**src/logic/dcache_config.svh**
```systemverilog
`ifndef DCACHE_CONFIG_SVH
`define DCACHE_CONFIG_SVH

// Cache geometry
`define DC_INDEX_WIDTH        4    // 16 lines
`define DC_WORD_OFFSET_WIDTH  3    // 8 words per line
`define DC_BUS_ADDR_WIDTH     20   // Byte address of memory

// Derived from the above
`define DC_LINES              (1 << `DC_INDEX_WIDTH)
`define DC_QWORD_SEL_WIDTH    (`DC_WORD_OFFSET_WIDTH - 2)
`define DC_QWORDS_PER_LINE    (1 << `DC_QWORD_SEL_WIDTH)
`define DC_WORD_ADDR_WIDTH    (`DC_BUS_ADDR_WIDTH - 2)
`define DC_QWORD_ADDR_WIDTH   (`DC_BUS_ADDR_WIDTH - 4)

// Tag is whatever is left above index and word offset
`define DC_TAG_WIDTH \
   (`DC_WORD_ADDR_WIDTH - `DC_INDEX_WIDTH - `DC_WORD_OFFSET_WIDTH)

`endif

```
**src/logic/dcache_pkg.sv**
```systemverilog
`default_nettype none

`include "dcache_config.svh"

package dcache_pkg;

   // Data widths
   typedef logic [31:0]  word_t;
   typedef logic [127:0] qword_t;    // One bus beat
   typedef logic [3:0]   byte_en_t;

   // Processor word address, split as {tag, index, word select}
   typedef logic [`DC_WORD_ADDR_WIDTH-1:0] word_addr_t;

   typedef logic [`DC_TAG_WIDTH-1:0]         tag_t;
   typedef logic [`DC_INDEX_WIDTH-1:0]       index_t;
   typedef logic [`DC_WORD_OFFSET_WIDTH-1:0] word_sel_t;

   // Upper bits of the word select
   typedef logic [`DC_QWORD_SEL_WIDTH-1:0] qword_sel_t;

   // Bus address counts qwords: {tag, index, qword select}
   typedef logic [`DC_QWORD_ADDR_WIDTH-1:0] qword_addr_t;

   // Dirty mask of one line, a bit per qword
   typedef logic [`DC_QWORDS_PER_LINE-1:0] dirty_t;

endpackage

`default_nettype wire

```
**src/logic/dcache_tag_array.sv**
```systemverilog
`default_nettype none

`include "dcache_config.svh"

module dcache_tag_array (
   input  wire                     clk_i,
   input  wire                     rst_i,

   // Lookup of the current access
   input  wire dcache_pkg::index_t index_i,
   input  wire dcache_pkg::tag_t   tag_i,
   output logic                    hit_o,
   output dcache_pkg::tag_t        victim_tag_o,
   output logic                    victim_valid_o,

   // New tag from the refill controller
   input  wire                     fill_i,
   input  wire dcache_pkg::index_t fill_index_i,
   input  wire dcache_pkg::tag_t   fill_tag_i
);

   import dcache_pkg::*;

   tag_t                 tags_q [`DC_LINES];
   logic [`DC_LINES-1:0] valid_q;

   // Tag written when a refill starts
   always_ff @(posedge clk_i) begin
      if (fill_i) begin
         tags_q[fill_index_i] <= fill_tag_i;
      end
   end

   always_ff @(posedge clk_i) begin
      if (rst_i) begin
         valid_q <= '0;   // All lines invalid
      end else if (fill_i) begin
         valid_q[fill_index_i] <= 1'b1;
      end
   end

   // Current contents of the indexed line and the victim on a miss
   assign victim_tag_o   = tags_q[index_i];
   assign victim_valid_o = valid_q[index_i];

   assign hit_o = victim_valid_o && (victim_tag_o == tag_i);

endmodule

`default_nettype wire

```
**config.mk**
```make
export PLATFORM = sky130hd
export DESIGN_NAME = dcache_tag_array
export DESIGN_NICKNAME = d
export VERILOG_FILES = /design/src/logic/dcache_pkg.sv /design/src/logic/dcache_tag_array.sv
export VERILOG_INCLUDE_DIRS = /design/src /design/src/logic
export SDC_FILE = /design/constraint.sdc
export NUM_CORES = 1
export LEC_CHECK = 0
export BUFFER_PORTS_ARGS = -buffer_cell sky130_fd_sc_hd__buf_2
export CORE_ASPECT_RATIO = 0.5
export CORE_MARGIN = 10
export CORE_UTILIZATION = 45
export CTS_CLUSTER_SIZE = 10
export DETAILED_ROUTE_END_ITERATION = 6
export MAX_ROUTING_LAYER = met4
export PLACE_DENSITY = 0.64
export SYNTH_ARGS = -nofsm -noshare
export SYNTH_HDL_FRONTEND = slang
export SYNTH_SLANG_ARGS = --single-unit
```
**constraint.sdc**
```tcl
create_clock -name clk_i -period 5.31 [get_ports clk_i]
set_clock_uncertainty 0.2 [all_clocks]
set_input_delay 0.2655 -clock clk_i [delete_from_list [all_inputs] [get_ports clk_i]]
set_output_delay 0.2655 -clock clk_i [all_outputs]
set_load 0.02 [all_outputs]
```
Word-level counts from Yosys, hierarchy flattened
Memory sizes are Yosys's and may differ from the RTL's.
Cells that the tools add are included.
Cells by class
  equal/unequal tests: 1
  bitwise logic cells: 1
  shifts and indexed selects: 0
  multiplexer cells: 6
  divide/modulo/power cells: 0
  magnitude comparators: 3
  reductions and logical operators: 2
  multipliers: 0
  add/sub/neg operators: 0
Operator list (number)
  bitwise OR 16 bit: 1
  equality test 11 bit: 1
  < comparator 4 x 5 -> 1 bit, second input constant: 2
  binary-select mux 1 bit (select 4 bit): 1
  demux 1 bit (select 4 bit): 1
  >= comparator 4 x 1 -> 1 bit, second input constant: 1
  2-to-1 mux 1 bit: 4
  logical AND 1 bit: 2
Word-level totals
  logic and storage cells: 15
  memories kept: 1
  latch bits: 0
  ROM bits: 0
  output and inout bits: 13
  bits in writable memories: 176
  input bits: 33
  register bits: 16
Memory list
  tags_q: words 16, bits a word 11, read ports 1, clocked after memory_dff 0, write ports 1, line dcache_tag_array.sv:24  | tag_t tags_q [`DC_LINES];

Longest topological paths before layout
  depth after elaboration: 5
  depth in mapped cells: 11
  depth with buffers taken out: 7

Worst setup path before layout
Ideal clock, no wire load.
  kind: in2out
  start point: input port index_i[0]
  end point: output port hit_o
  stages: 8
  slack: 2.558 ns
  buffers on the path: 3
  required time: 4.845 ns
  arrival time: 2.286 ns
  cells stage by stage: buf_6 -> buf_12 -> buf_6 -> mux4_2 -> o21ai_1 -> mux2i_1 -> a2111oi_2 -> and4_1
On the way
  longest elaborated chain between the ends: 3
  elaborated cells on any way between the ends: 5
  those cells by class: eq/ne (1); mux (2); reduce/logical (1); memory (1)
Ends and longest elaborated chain
  from (decl): line dcache_tag_array.sv:10  | input wire dcache_pkg::index_t index_i,
  memory (16 x 11 bit)
  named net victim_tag_o[9]: line dcache_tag_array.sv:13  | output dcache_pkg::tag_t victim_tag_o,
  equality test 11 bit: line dcache_tag_array.sv:46  | assign hit_o = victim_valid_o && (victim_tag_o == tag_i);
  logical AND 1 bit: line dcache_tag_array.sv:46
  to (decl): line dcache_tag_array.sv:12  | output logic hit_o,
The timed path passes the listed nets, and every way through them passes these cells. The select of a mux whose other input is x is not followed.

Worst setup path in the final report
  start point: input port index_i[0]
  end point: output port hit_o
On the way
  longest elaborated chain between the ends: 3
  elaborated cells on any way between the ends: 5
  those cells by class: eq/ne (1); mux (2); reduce/logical (1); memory (1)
Ends and longest elaborated chain (line)
  memory (16 x 11 bit) or binary-select mux 1 bit (select 4 bit) (tied branches)
  equality test 11 bit or 2-to-1 mux 1 bit (tied branches): dcache_tag_array.sv:46, dcache_tag_array.sv:44
  logical AND 1 bit *: dcache_tag_array.sv:46
Mark *: on every way between the ends. The rest lies on a longest branch, timed or not. The select of a mux whose other input is x is not followed.

==> results by group <==
Status
  – Status: complete, no violations

Die
  – Height of the chip: between 100 and 150 um
  – Cell Rows: 34
  – Placeable core region: approximately 0.017 mm2
  – Chip Width: 209 um
  – Effective utilization at floorplan: 0.460
  – Die outline area: ~0.024 mm2
  – Boundary pin count: 46

Worst setup path
  – Kind of critical path: input pin to primary output
  – Req. time, crit path: ~4.8 ns
  – CP arrival: approximately 3 ns
  – Type of origin of the critical path: input pin
  – Crit Path Max Fanout: 40
  – Crit. End Element: primary output

Layout
  – Share of layout cells above drive strength 1: 0.265
  – Fillcell total: around 1400
  – Final standard cell count with taps included and fillers excluded: between 700 and 800
  – Layout net count: 519
  – Number of inserted diodes: 0
  – Area overhead of the layout relative to synthesis: 12.6%

GRT
  – First-pass GRT wire length: approximately 27000 um
  – Vias in the first global route: slightly above 4000
  – Largest net degree at the start of global routing: 41
  – Total routing usage reported by global routing: 0.158
  – Overflow left after global routing: 0
  – Initial antenna violation count: 0

Logic synthesis
  – Synth async-reset ratio: 0
  – Synth Cell Area: between 0.008 and 0.009 mm2
  – Most area-hungry cell type in the Yosys netlist: edfxtp_1
  – Net count after synthesis: between 400 and 500
  – Total number of yosys warnings: 0
  – Flop and latch count out of synthesis: 192
  – Number of synthesized flops with an enable pin: roughly 180
  – Number of library cell types mapped by synthesis: 45
  – Portion of the post-synthesis area used by sequential elements: 0.700
  – Cell types occupying the most area after synthesis: edfxtp_1 66%, mux4_2 6.5%, mux4_1 6.2%
  – Synthesized instance count: between 400 and 500
  – Per-instance average area after synthesis: around 19 um2
  – Most frequently used flop master after synthesis: edfxtp_1
  – Share of Yosys cell area claimed by the top area cell type: 0.660

Timing
  – Min Tclk post-route: 3.47 ns
  – Setup repair after global routing missed its margin: no
  – Final total negative setup slack: 0 ns
  – Slew at the pin closest to its max-slew limit: approximately 1.1 ns
  – Fmax: 0.288 GHz
  – Worst-case headroom to the max-slew limit: 0.273
  – Final worst path period share: 0.654
  – Number of setup violations in the final report: 0
  – Final slew viol count: 0
  – Count of final hold-check violations: 0

Clock network
  – Num Clock Sinks: ~190
  – Clk slew on worst S/H paths: 0.07 ns
  – Post-CTS Repair Setup Buffers: 0
  – CTS tree: done
  – Number of buffers on the longest clock path: 2
  – Cell at the root of the clock tree: clkbuf_16
  – Total CTS buffers: 17
  – Depth of the CTS H-tree: 4
  – Worst skew pair latency: ~0.42 ns

Routing
  – Total via count in the routed design: about 4200
  – Avg WL per Cell: ~25 um
  – Final wirelength: around 18000 um
  – Initial DRC Count: approximately 450
  – Antenna Nets Post-Route: 0
  – 1st-pass router iterations: 4
  – Number of remaining DRC errors: 0
  – Via-to-Cell Ratio: 5.68

Power and ir drop
  – Power density of the placed cells: about 350 mW/mm2
  – Worst supply voltage drop on vdd: 0.226 mV
  – Standby leakage power: about 3.1 nW

Placement
  – HPWL after detailed placement: between 10000 and 15000 um
  – Final weighted congestion in routability-driven placement: roughly 0.85
  – DP Cell Count: 700
  – Port buffer count: 45

Job
  – Max-capacitance violation count: 0

Min path
  – Worst hold path class: input pin to flop
-- synthesized netlist by cell type (5+ instances only) --
library cell,n
a21oi_1,6
o21ai_1,7
nand3_1,5
inv_1,5
xnor2_1,9
edfxtp_1,176
nor2_1,50
a22oi_1,6
mux2i_1,27
nor3_1,6
mux4_2,23
xor2_1,8
clkbuf_8,9
dfxtp_1,16
mux4_1,19
-- critical path: stages --
cell	delay, ns
buf_4	0.59
buf_4	0.34
mux4_1	0.58
mux2_2	0.31
xnor2_1	0.14
o22ai_1	0.09
a221oi_1	0.23
and4_1	0.25
buf_2	0.17
-- power by group --
part / switching [mW] / total, mW / leakage, nW / internal (mW)
Clock: 0.554 / 1.22 / 0.285 / 0.662
Sequential: 0.00699 / 1.69 / 1.72 / 1.68
Combinational: 0.147 / 0.239 / 1.07 / 0.0915
Total: 0.709 / 3.14 / 3.08 / 2.43
-- through the flow --
step	hold slack, ns	setup slack, ns	utilization	total power [mW]	cell area [um2]
floorplan	0.164	2.56	-	1.88	8010
global placement	0.243	1.84	0.485	1.95	8440
detailed placement	0.255	1.83	0.485	1.96	8440
CTS	0.00295	1.83	0.518	3.16	9020
global route	0.00928	1.66	0.518	3.24	9020
finish	0.0163	1.84	0.518	3.14	9020
-- final cells by class --
cell class / instances / area (um2) / share of cell area
sequential: 192 / 5610 / 0.622
clock inverter: 12 / 92.6 / 0.0103
tap: 234 / 293 / 0.0325
inverter: 5 / 18.8 / 0.00208
timing repair buffer: 60 / 343 / 0.0380
multi-input combinational: 210 / 2190 / 0.243
clock buffer: 20 / 478 / 0.0530
-- metal layers --
metal  track usage  routed length (um)
met4        0.0491                 301
met1         0.224                8590
met5             -                   0
met2         0.226                8130
met3        0.0308                1030
-- cell usage in the layout, fill, tap and decap left out, types with 6 or more instances in the layout --
| cell | instances |
|---|---|
| mux4_2 | 23 |
| xor2_1 | 8 |
| edfxtp_1 | 176 |
| mux4_1 | 19 |
| o21ai_1 | 7 |
| a22oi_1 | 6 |
| buf_4 | 15 |
| nor2_1 | 48 |
| mux2i_1 | 27 |
| dfxtp_1 | 16 |
| buf_2 | 44 |
| clkbuf_16 | 18 |
| xnor2_1 | 9 |
| a21oi_1 | 6 |
-- state kept, by name (all words and copies together) (netlist names) --
register / flops
valid_q: 16
tags_q: 176
-- path summary, 6_finish.rpt --
| kind | from | endpoint | slack [ns] | depth (start not counted) |
|---|---|---|---|---|
| max | index_i[0] | hit_o | 1.84 | 9 |
| min | fill_tag_i[6] | tags_q[14][6]$_DFFE_PP_ | 0.02 | 1 |
| max reg2reg | valid_q[7]$_SDFFE_PP0P_ | valid_q[7]$_SDFFE_PP0P_ | 4.52 | 2 |
| min reg2reg | valid_q[1]$_SDFFE_PP0P_ | valid_q[1]$_SDFFE_PP0P_ | 0.27 | 2 |
-- logic make-up after synthesis --
family                    Yosys count  share of synthesized area
muxes                              73                      0.168
AOI/OAI and AO/OA                  39                     0.0344
xor gates and xnor gates           17                     0.0186
DFF                               192                      0.700
buffers and inverters              25                     0.0320
and+or+nand+nor                    81                     0.0469
-- timing repair --
item	in CTS	in global routing
hold buffers	1	0
endpoints found under the hold margin	15	0
resized for setup	0	0
No activity file was read; power rests on OpenSTA's default activity.
