--- config.mk ---
export PLATFORM = sky130hd
export DESIGN_NAME = dcache_refill_ctrl
export DESIGN_NICKNAME = d
export VERILOG_FILES = /design/src/logic/dcache_pkg.sv /design/src/logic/dcache_refill_ctrl.sv
export VERILOG_INCLUDE_DIRS = /design/src /design/src/logic
export SDC_FILE = /design/constraint.sdc
export NUM_CORES = 1
export LEC_CHECK = 0
export ABC_AREA = 1
export BUFFER_PORTS_ARGS = -buffer_cell sky130_fd_sc_hd__buf_4
export CORE_AREA = 10 10 113 115
export DETAILED_ROUTE_END_ITERATION = 10
export DIE_AREA = 0 0 123 125
export PLACE_DENSITY_LB_ADDON = 0.3
export SLEW_MARGIN = 15
export SYNTH_ARGS = -nofsm -noshare
export SYNTH_HDL_FRONTEND = slang
export SYNTH_SLANG_ARGS = --single-unit
--- constraint.sdc ---
create_clock -name clk_i -period 6.34 [get_ports clk_i]
set_clock_uncertainty 0.05 [all_clocks]
set_input_delay 0.634 -clock clk_i [delete_from_list [all_inputs] [get_ports clk_i]]
set_output_delay 0.634 -clock clk_i [all_outputs]
set_load 0.05 [all_outputs]
--- src/logic/dcache_config.svh ---
`ifndef DCACHE_CONFIG_SVH
`define DCACHE_CONFIG_SVH

// Cache geometry
`define DC_INDEX_WIDTH        4    // 16 lines
`define DC_WORD_OFFSET_WIDTH  3    // 8 words per line
`define DC_BUS_ADDR_WIDTH     20   // Byte address of memory

// Derived from the above
`define DC_LINES              (1 << `DC_INDEX_WIDTH)
`define DC_QWORD_SEL_WIDTH    (`DC_WORD_OFFSET_WIDTH - 2)
`define DC_QWORDS_PER_LINE    (1 << `DC_QWORD_SEL_WIDTH)
`define DC_WORD_ADDR_WIDTH    (`DC_BUS_ADDR_WIDTH - 2)
`define DC_QWORD_ADDR_WIDTH   (`DC_BUS_ADDR_WIDTH - 4)

// Tag is whatever is left above index and word offset
`define DC_TAG_WIDTH \
   (`DC_WORD_ADDR_WIDTH - `DC_INDEX_WIDTH - `DC_WORD_OFFSET_WIDTH)

`endif

--- src/logic/dcache_pkg.sv ---
`default_nettype none

`include "dcache_config.svh"

package dcache_pkg;

   // Data widths
   typedef logic [31:0]  word_t;
   typedef logic [127:0] qword_t;    // One bus beat
   typedef logic [3:0]   byte_en_t;

   // Processor word address, split as {tag, index, word select}
   typedef logic [`DC_WORD_ADDR_WIDTH-1:0] word_addr_t;

   typedef logic [`DC_TAG_WIDTH-1:0]         tag_t;
   typedef logic [`DC_INDEX_WIDTH-1:0]       index_t;
   typedef logic [`DC_WORD_OFFSET_WIDTH-1:0] word_sel_t;

   // Upper bits of the word select
   typedef logic [`DC_QWORD_SEL_WIDTH-1:0] qword_sel_t;

   // Bus address counts qwords: {tag, index, qword select}
   typedef logic [`DC_QWORD_ADDR_WIDTH-1:0] qword_addr_t;

   // Dirty mask of one line, a bit per qword
   typedef logic [`DC_QWORDS_PER_LINE-1:0] dirty_t;

endpackage

`default_nettype wire

--- src/logic/dcache_refill_ctrl.sv ---
`default_nettype none

`include "dcache_config.svh"

module dcache_refill_ctrl (
   input  wire                          clk_i,
   input  wire                          rst_i,

   // Access and lookup result
   input  wire                          req_i,
   input  wire                          hit_i,
   input  wire dcache_pkg::index_t      index_i,
   input  wire dcache_pkg::tag_t        tag_i,
   input  wire dcache_pkg::tag_t        victim_tag_i,
   input  wire                          victim_valid_i,

   // Line store readback
   input  wire dcache_pkg::dirty_t      dirty_i,
   input  wire dcache_pkg::qword_t      victim_qword_i,

   output logic                         busy_o,
   output logic                         fill_tag_we_o,
   output dcache_pkg::index_t           fill_index_o,
   output dcache_pkg::qword_sel_t       fill_qsel_o,
   output logic                         fill_we_o,

   // Memory bus
   output dcache_pkg::qword_addr_t      bus_addr_o,
   output logic                         bus_we_o,
   output dcache_pkg::qword_t           bus_data_o,
   output logic                         bus_valid_o,
   input  wire                          bus_valid_i
);

   import dcache_pkg::*;

   typedef enum logic [1:0] {
      ST_IDLE,
      ST_WRITE_BACK,
      ST_READ,
      ST_NEXT
   } state_e;

   state_e     state_q;
   qword_sel_t qsel_q;
   logic       bus_valid_q;

   // Captured at the start of a refill
   index_t     index_q;
   tag_t       new_tag_q;
   tag_t       old_tag_q;
   logic       old_valid_q;

   logic       start;
   logic       ack;
   logic       last_qword;

   assign start      = (state_q == ST_IDLE) && req_i && !hit_i;
   assign ack        = bus_valid_q && bus_valid_i;   // Ignore stray acknowledges
   assign last_qword = (qsel_q == qword_sel_t'(`DC_QWORDS_PER_LINE - 1));

   always_ff @(posedge clk_i) begin
      if (rst_i) begin
         state_q     <= ST_IDLE;
         qsel_q      <= '0;
         bus_valid_q <= 1'b0;
      end else begin
         case (state_q)
            ST_IDLE: begin
               if (start) begin
                  qsel_q  <= '0;
                  state_q <= ST_NEXT;
               end
            end
            ST_NEXT: begin
               // Old data goes out before new data comes in
               bus_valid_q <= 1'b1;
               if (old_valid_q && dirty_i[qsel_q]) begin
                  state_q <= ST_WRITE_BACK;
               end else begin
                  state_q <= ST_READ;
               end
            end
            ST_WRITE_BACK: begin
               if (ack) begin
                  bus_valid_q <= 1'b0;   // One idle cycle before the read
                  state_q     <= ST_READ;
               end else begin
                  bus_valid_q <= 1'b1;
               end
            end
            ST_READ: begin
               if (ack) begin
                  bus_valid_q <= 1'b0;
                  if (last_qword) begin
                     state_q <= ST_IDLE;
                  end else begin
                     qsel_q  <= qsel_q + 1'b1;
                     state_q <= ST_NEXT;
                  end
               end else begin
                  bus_valid_q <= 1'b1;   // Raise after the write-back gap
               end
            end
            default: state_q <= ST_IDLE;
         endcase
      end
   end

   always_ff @(posedge clk_i) begin
      if (start) begin
         index_q     <= index_i;
         new_tag_q   <= tag_i;
         old_tag_q   <= victim_tag_i;
         old_valid_q <= victim_valid_i;
      end
   end

   assign busy_o        = (state_q != ST_IDLE);
   assign fill_tag_we_o = start;   // New tag goes in right away

   // Lookup line while idle, refill line otherwise
   assign fill_index_o = (state_q == ST_IDLE) ? index_i : index_q;
   assign fill_qsel_o  = qsel_q;
   assign fill_we_o    = (state_q == ST_READ) && ack;

   assign bus_we_o    = (state_q == ST_WRITE_BACK);
   assign bus_addr_o  = {bus_we_o ? old_tag_q : new_tag_q, index_q, qsel_q};
   assign bus_data_o  = victim_qword_i;
   assign bus_valid_o = bus_valid_q;

endmodule

`default_nettype wire

# [After elaboration in Yosys (flattened, before gate mapping)]
# Index checks and enable logic that the tools add are counted.
[classes] n_mul=0 div=0 mux=16 n_shift=0 bitwise_logic=0 order_cmp=1 n_eq_ne=6 addsub=1 n_reduce_logical=13
[op_table] op="$mux 11" n=1
[op_table] op="$mux 2" n=5
[op_table] op="$pmux 2 s4" n=1
[op_table] op="$mux 1" n=6
[op_table] op="$reduce_and 3->1" n=2
[op_table] op="$reduce_bool 2->1" n=3
[op_table] op="$logic_and 1x1->1" n=5
[op_table] op="$eq 2x2->1 const B" n=2
[op_table] op="$mux 4" n=1
[op_table] op="$ne 2x2->1 const B" n=2
[op_table] op="$pmux 1 s2" n=2
[op_table] op="$eq 2x1->1 const B" n=1
[op_table] op="$logic_not 2->1" n=1
[op_table] op="$lt 1x2->1 const B" n=1
[op_table] op="$ne 2x1->1 const B" n=1
[op_table] op="$reduce_or 2->1" n=1
[op_table] op="$add 1x1->1 const B" n=1
[op_table] op="$logic_not 1->1" n=1
[word_totals] output_inout_bits=154 register_bits=31 romBits=0 latch_bits=0 wordCells=44 inputBits=162 mem_bits_rw=0 n_memories=0

# [Depth between registers and ports, before layout]
# Gate-level depths: netlist (run 1).
[depth] depth_word=5 mapped_depth=8

# [Least setup slack after synthesis (run 1)]
# OpenSTA, ideal clock, no wires.
[synth_path] kind="register -> output" start="register state_q[0]" end="output port fill_tag_we_o" t_arrival_ns=3.833 n_path_buf=0 setup_slack_ns=1.823 path_stages_with_launch=5 cell_sequence="dfxtp_1 > inv_1 > ha_1 > inv_2 > nor3_1"
[synth_via] elab_chain_len=3
[synth_lines] element="start, declared" line="dcache_refill_ctrl.sv:44" text="state_e state_q;"
[synth_lines] element="start signal, assigned" line="dcache_refill_ctrl.sv:64" text="state_q <= ST_IDLE;"
[synth_lines] element="start signal, assigned" line="dcache_refill_ctrl.sv:72" text="state_q <= ST_NEXT;"
[synth_lines] element="start signal, assigned" line="dcache_refill_ctrl.sv:79" text="state_q <= ST_WRITE_BACK;"
[synth_lines] element="$logic_not 2->1" line="dcache_refill_ctrl.sv:58" text="assign start = (state_q == ST_IDLE) && req_i && !hit_i;"
[synth_lines] element="$logic_and 1x1->1 (2 in a row)" line="dcache_refill_ctrl.sv:58"
[synth_lines] element="end, declared" line="dcache_refill_ctrl.sv:22" text="output logic fill_tag_we_o,"
# No other way between the ends.

# [Worst setup path after layout (run 1)]
# Ends and elaborated chain as after synthesis.

==> run_results.csv, run 1 <==
group,metric,value,unit
power,pwr_density_cell,474.4,mW/mm2
routing,post-route-drc-count,0,
hold_path,whs_endpoint,"bus_valid_o",
routing,ant_nets,0,
timing,worstMarginPinSlew,694.6,ps
cts,cts_setup_buffers,0,
layout,antenna_cells,0,
worst_setup_path,cp_max_fo,28,
die,start_util,0.2182,
synth,ys.warnings.count,0,
timing,timing.fmax,373.7,MHz
hold_path,hp-class,"register to register",
cts,ctsResizeCount,0,
global_route,track_usage,0.1056,
worst_setup_path,crit_chain,"inv_1, ha_1, inv_2, nor3_2, buf_4, buf_4",
outcome,status,"complete, no violations",
synth,synth_cell_types,20,
synth,ys_seq_elements,31,
die,fp-row-count,38,
routing,wl_per_cell,29.52,um
timing,slew_viol_final,0,
die,ios,316,
routing,wl_met3,3297,um
routing,dr.pass1.iters,3,
worst_setup_path,critPathMostFrequentCell,"buf_4",
placement,portBuffers,59,
power,switchingPower,0.0004664,W
worst_setup_path,rr_endpoint,"old_tag_q[2]",
power,p_int,0.0005069,W
layout,drive_above_1_share,0.5059,
die,die_x,123,um
timing,setup_tns,0,ps
routing,routed_via_density,3.632,
global_route,antenna_found_initial,0,
placement,globalplace.congestion,0.6969,
synth,syn_inst,232,
synth,yosysSeqAreaShare,0.3851,
worst_setup_path,r2r-start,"state_q[0]",
power,power,0.0009734,W
die,die_y,125,um
synth,synth_nets,400,
global_route,grt_max_degree,29,
power,p_leak,0.8444,nW
timing,rsz0062_at_grt,"no",
worst_setup_path,critPathBufInv,4,
timing,final-setup-viol-count,0,
power,vdd_drop_max,0.2014,mV
routing,drt-initial-drc-count,24,
worst_setup_path,reg2regPathDepth,5,
timing,fin_crit_sh,0.4221,
cts,root_buffer,"clkbuf_8",
hold_path,min_path_cells,1,
global_route,grt_overflow,0,
routing,dr_wl_met2,4288,um
cts,htree_num_levels,2,
layout,fin_util,0.1935,
power,p_comb_frac,0.561,
cts,postCtsHoldBufs,0,
worst_setup_path,path_delay_family,"buffers and inverters",
synth,syn_avg_cell_area,9.972,um2
layout,fillCellCount,1151,
layout,area_growth,-11.30,%
cts,cts_buffers,5,
cts,cts_tree,"done",
layout,fin_nets,337,
worst_setup_path,cp.required,5660,ps
timing,slew_headroom,0.5369,
cts,clk_pin_slew,70,ps
cts,clock_latency,280,ps
cts,cts_sinks,31,
routing,met1_length,1474,um
worst_setup_path,worstPathArrival,1990,ps
worst_setup_path,crit_type,"register to output pin",
global_route,first_global_vias,1258,
routing,routed_wl,9150,um
die,core,0.01060,mm2
cts,clk_path_buf_depth,2,
power,sequentialPowerShare,0.285,
job,timing.max_cap.violations,0,
routing,top_layer,"met4",
power,sw_frac_of_total,0.4792,
global_route,grt_pass1_wl,11200,um
placement,dp_hpwl,8172,um
timing,fin_crit,2676,ps
routing,vias,1126,
timing,final_hold_viol_count,0,
worst_setup_path,rrSetupSlack,4510,ps
die,dieArea,0.01538,mm2
worst_setup_path,critPathMaxStageDelay,350,ps
synth,syn_area,0.002313,mm2
power,pwr-share-clk,0.154,
worst_setup_path,crit_slowest_cell,"buf_4",
hold_path,hold_start,"bus_valid_o",
worst_setup_path,cp-end-kind,"output pin",
worst_setup_path,critPathLaunchType,"register",
-- power by group through the flow --
stage	Combinational, W	Clock [W]	Sequential, W
after floorplan	0.000594	0	0.000308
after global placement	0.000554	0	0.000284
after detailed placement	0.000553	0	0.000283
after CTS	0.000555	0.000159	0.000278
after global routing	0.000587	0.000166	0.000282
final	0.000546	0.000150	0.000278
-- metrics by stage --
step / cells / cell area, um2 / setup WS (ps) / hold WS (ps)
2_1_floorplan: 232 / 2313 / 1823 / 514.3
3_5_place_dp: 302 / 1968 / 3934 / 450.2
5_1_grt: 310 / 2052 / 3498 / 465.4
4_1_cts: 310 / 2052 / 3614 / 460.8
3_3_place_gp: 302 / 1968 / 3959 / 445.7
6_report: 310 / 2052 / 3664 / 456.2
-- layout make-up --
class,instances,area [um2],area share
inverter,11,41.29,0.02012
clock inverter,3,15.01,0.007317
clock buffer,5,68.82,0.03354
sequential,31,890.9,0.4341
tap,140,175.2,0.08537
multi-input combinational,60,410.4,0.2000
timing repair buffer,60,450.4,0.2195
-- layer usage --
layer	track usage	vias to the layer above
li1	-	482
met1	0.05134	449
met2	0.1696	181
met3	0.1742	14
met4	0.02330	0
met5	0	-
-- layout by cell type, fill, tap and decap left out --
cell type | Yosys | final
a21oi_2 | 2 | 2
a41oi_1 | 1 | 1
and2_4 | 1 | 1
buf_4 | 130 | 60
clkbuf_8 | 0 | 5
clkinv_1 | 0 | 2
clkinvlp_4 | 0 | 1
dfxtp_1 | 4 | 4
edfxtp_1 | 27 | 27
ha_1 | 6 | 6
inv_1 | 10 | 10
inv_2 | 1 | 1
mux2_2 | 11 | 11
nand2_1 | 24 | 24
nand2_2 | 1 | 1
nand3_1 | 1 | 1
nand3_2 | 1 | 1
nand4_1 | 1 | 1
nor2_1 | 5 | 5
nor2_2 | 1 | 1
nor3_2 | 0 | 1
o21ai_0 | 3 | 3
o21ai_2 | 1 | 1
-- registers in the layout, indices dropped and copies added (netlist names) --
| signal | count |
|---|---|
| new_tag_q | 11 |
| old_valid_q | 1 |
| old_tag_q | 11 |
| fill_qsel_o | 1 |
| bus_valid_o | 1 |
| index_q | 4 |
| state_q | 2 |
-- cells by family after synthesis --
group / count (synthesis) / share of synthesized area
AOI/OAI and AO/OA: 7 / 0.02163
adders and majority gates: 6 / 0.03245
buffers and inverters: 141 / 0.4397
DFF: 31 / 0.3851
muxes: 11 / 0.05354
and+or+nand+nor: 36 / 0.06761
-- worst max-delay path by stage --
stage          depth (start not counted)             to  startpoint  slack [ps]
2_1_floorplan                          4  fill_tag_we_o  state_q[0]        1820
3_3_place_gp                           6  fill_tag_we_o  state_q[0]        3960
3_5_place_dp                           6  fill_tag_we_o  state_q[0]        3930
4_1_cts                                6  fill_tag_we_o  state_q[0]        3610
5_1_grt                                6  fill_tag_we_o  state_q[0]        3500
6_report                               6  fill_tag_we_o  state_q[0]        3660
-- Yosys cell counts, drive strengths merged --
| cell | instances | area share |
|---|---|---|
| a21oi | 2 | 0.0076 |
| a41oi | 1 | 0.0038 |
| and2 | 1 | 0.0038 |
| buf | 130 | 0.42 |
| dfxtp | 4 | 0.035 |
| edfxtp | 27 | 0.35 |
| ha | 6 | 0.032 |
| inv | 11 | 0.018 |
| mux2 | 11 | 0.054 |
| nand2 | 25 | 0.042 |
| nand3 | 2 | 0.0065 |
| nand4 | 1 | 0.0027 |
| nor2 | 6 | 0.011 |
| nor3 | 1 | 0.0022 |
| o21ai | 4 | 0.010 |
(Power assumes the default switching activity.)
==> run 2, diff against run 1 <==
Settings changed: ABC_AREA 1 to 0, CORE_AREA 10 10 113 115 to 10 10 114 116, DIE_AREA 0 0 123 125 to 0 0 124 126.
Clock period 6.34 ns to 2.6 ns, I/O delays scaled along.
==> run 2 against run 1 <==
- routed wire length decreased by 5.5%
- flip-flop and latch count unchanged
- non-clock buffer count unchanged
- critical path depth decreased by 2
- first-iteration DRC count increased by 33%
- area after synthesis decreased by 0.81%
- combinational power increased by 120%
- largest power group unchanged
- largest cell class unchanged
- cell count decreased by 7.7%
- utilization decreased by 0.27 points
- via count decreased by 4.0%
- clock power increased by 140%
- hold slack got worse by 350 ps
==> run_results.csv, run 2 <==
group,metric,value,unit
global_route,grt_max_degree,20,
synth,synth_area_leader_cell,"buf_4",
worst_setup_path,crit_chain,"inv_1, ha_1, mux2_2, buf_4",
layout,drive_above_1_share,0.5822,
die,start_util,0.2145,
synth,yosysSeqAreaShare,0.3882,
global_route,grt_pass1_wl,10850,um
routing,dr_wl_met2,4106,um
synth,syn_inst,209,
worst_setup_path,path_delay_family,"adder cells",
die,die_x,124,um
worst_setup_path,cp-end-kind,"output pin",
global_route,grt_overflow,0,
power,power,0.002246,W
routing,wl_met3,2670,um
worst_setup_path,crit_slowest_cell,"ha_1",
synth,synth_top_area_frac,0.4220,
die,dieArea,0.01562,mm2
placement,globalplace.congestion,0.6545,
cts,clock_latency,280,ps
layout,antenna_cells,0,
synth,async_flop_share,0,
layout,fin_nets,313,
routing,vias,1081,
timing,final_hold_viol_count,0,
cts,htree_num_levels,2,
layout,top_regs,"new_tag_q (11), old_tag_q (11), index_q (4)",
cts,clk_path_buf_depth,2,
routing,wl_per_cell,30.23,um
timing,setup_tns,0,ps
synth,synth_ff_type,"edfxtp_1",
cts,postCtsHoldBufs,0,
timing,worstMarginPinSlew,723.7,ps
layout,layout_common_cells,"buf_4, edfxtp_1, mux2_2, ha_1",
power,vdd_drop_max,0.6636,mV
synth,ys_seq_elements,31,
timing,slew_viol_final,0,
global_route,track_usage,0.09869,
routing,met1_length,1627,um
synth,syn_avg_cell_area,10.98,um2
synth,synth.top_cells.by_count,"buf_4, edfxtp_1, mux2_2, ha_1, nor2_1",
synth,syn_area,0.002295,mm2
routing,drt-initial-drc-count,32,
placement,dp_hpwl,7811,um
routing,routed_wl,8647,um
placement,portBuffers,59,
power,p_leak,0.7927,nW
worst_setup_path,cp.required,2290,ps
worst_setup_path,critPathMaxStageDelay,640,ps
timing,final-setup-viol-count,0,
synth,synth_area_leaders,"buf_4, edfxtp_1, mux2_2, dfxtp_1, ha_1",
synth,synth_nets,377,
routing,ant_nets,0,
cts,clk_pin_slew,70,ps
outcome,status,"complete, no violations",
global_route,first_global_vias,1252,
worst_setup_path,critPathBufInv,2,
worst_setup_path,rrSetupSlack,650,ps
worst_setup_path,crit_type,"register to output pin",
worst_setup_path,worstPathArrival,2000,ps
cts,ctsResizeCount,0,
routing,routed_via_density,3.780,
layout,area_growth,-11.01,%
cts,cts_setup_buffers,0,
synth,ys.warnings.count,0,
die,fp-row-count,38,
cts,cts_buffers,5,
timing,slew_headroom,0.5175,
routing,top_layer,"met4",
global_route,antenna_found_initial,0,
timing,fin_crit_sh,0.8866,
hold_path,hp-class,"primary input to register",
job,timing.max_cap.violations,0,
routing,dr.pass1.iters,4,
die,core,0.01070,mm2
worst_setup_path,critPathLaunchType,"register",
cts,cts_tree,"done",
cts,root_buffer,"clkbuf_8",
worst_setup_path,cp_max_fo,14,
cts,cts_sinks,31,
layout,final_common_cell,"buf_4",
synth,synth_most_common_cell,"buf_4",
timing,rsz0062_at_grt,"no",
die,ios,316,
timing,timing.fmax,433.8,MHz
synth,synth_cell_types,22,
routing,post-route-drc-count,0,
die,die_y,126,um
power,pwr_density_cell,1100,mW/mm2
timing,fin_crit,2305,ps
synth,synth_edf_count,27,
layout,fillCellCount,1154,
==> run 2: cell count changes after synthesis, moves of 2 or more <==
cell,change
o21ai_0,-2
inv_1,-6
mux2_2,+4
buf_2,+2
a211oi_1,+3
a21oi_2,-2
nand2_1,-23
==> run 2: cells by family after synthesis <==
kind of cell	after synthesis	share of synthesized area
DFF	31	0.3882
muxes	17	0.08288
and+or+nand+nor	12	0.02618
adders and majority gates	6	0.03271
buffers and inverters	135	0.4329
AOI/OAI and AO/OA	8	0.03708
==> run 2: final timing paths <==
path | endpoint | startpoint | depth (start not counted)
worst min-delay path | old_tag_q[10] | victim_tag_i[10] | 1
worst max register to register | new_tag_q[0] | state_q[0] | 5
worst max-delay path | bus_addr_o[8] | state_q[1] | 4
worst min register to register | state_q[0] | state_q[0] | 2
==> run 2: area by class of cell <==
class                           count  area [um2]  area share
Tap cell                          140       175.2     0.08578
Clock buffer                        6       72.57     0.03554
Multi-Input combinational cell     43       417.9      0.2047
Inverter                            4       15.01    0.007353
Sequential cell                    31       890.9      0.4363
Clock inverter                      2       7.507    0.003676
Timing Repair Buffer               60       462.9      0.2267
==> run 2: metal layers <==
layer,global-route usage,vias to the layer above
met5,0,-
met1,0.05753,437
met4,0.03726,0
met3,0.1345,18
met2,0.1600,195
li1,-,431
==> run 2: report_power, final <==
| group | total, W | internal (W) | switching [W] |
|---|---|---|---|
| combinational | 0.00122 | 0.000429 | 0.000789 |
| clock | 0.000353 | 0.000182 | 0.000171 |
| sequential | 0.000674 | 0.000629 | 0.0000452 |
==> run 2: metrics by stage <==
| stage | area, um2 | cells | util | setup slack [ps] | hold slack, ps |
|---|---|---|---|---|---|
| floorplan | 2302 | 209 | - | 406.4 | 282.4 |
| global placement | 1962 | 278 | 0.1834 | 599.8 | 388.3 |
| detailed placement | 1962 | 278 | 0.1834 | 564.3 | 389.6 |
| CTS | 2042 | 286 | 0.1909 | 241.9 | 89.09 |
| global route | 2042 | 286 | 0.1909 | 113.3 | 89.94 |
| finish | 2042 | 286 | 0.1909 | 294.9 | 101.6 |
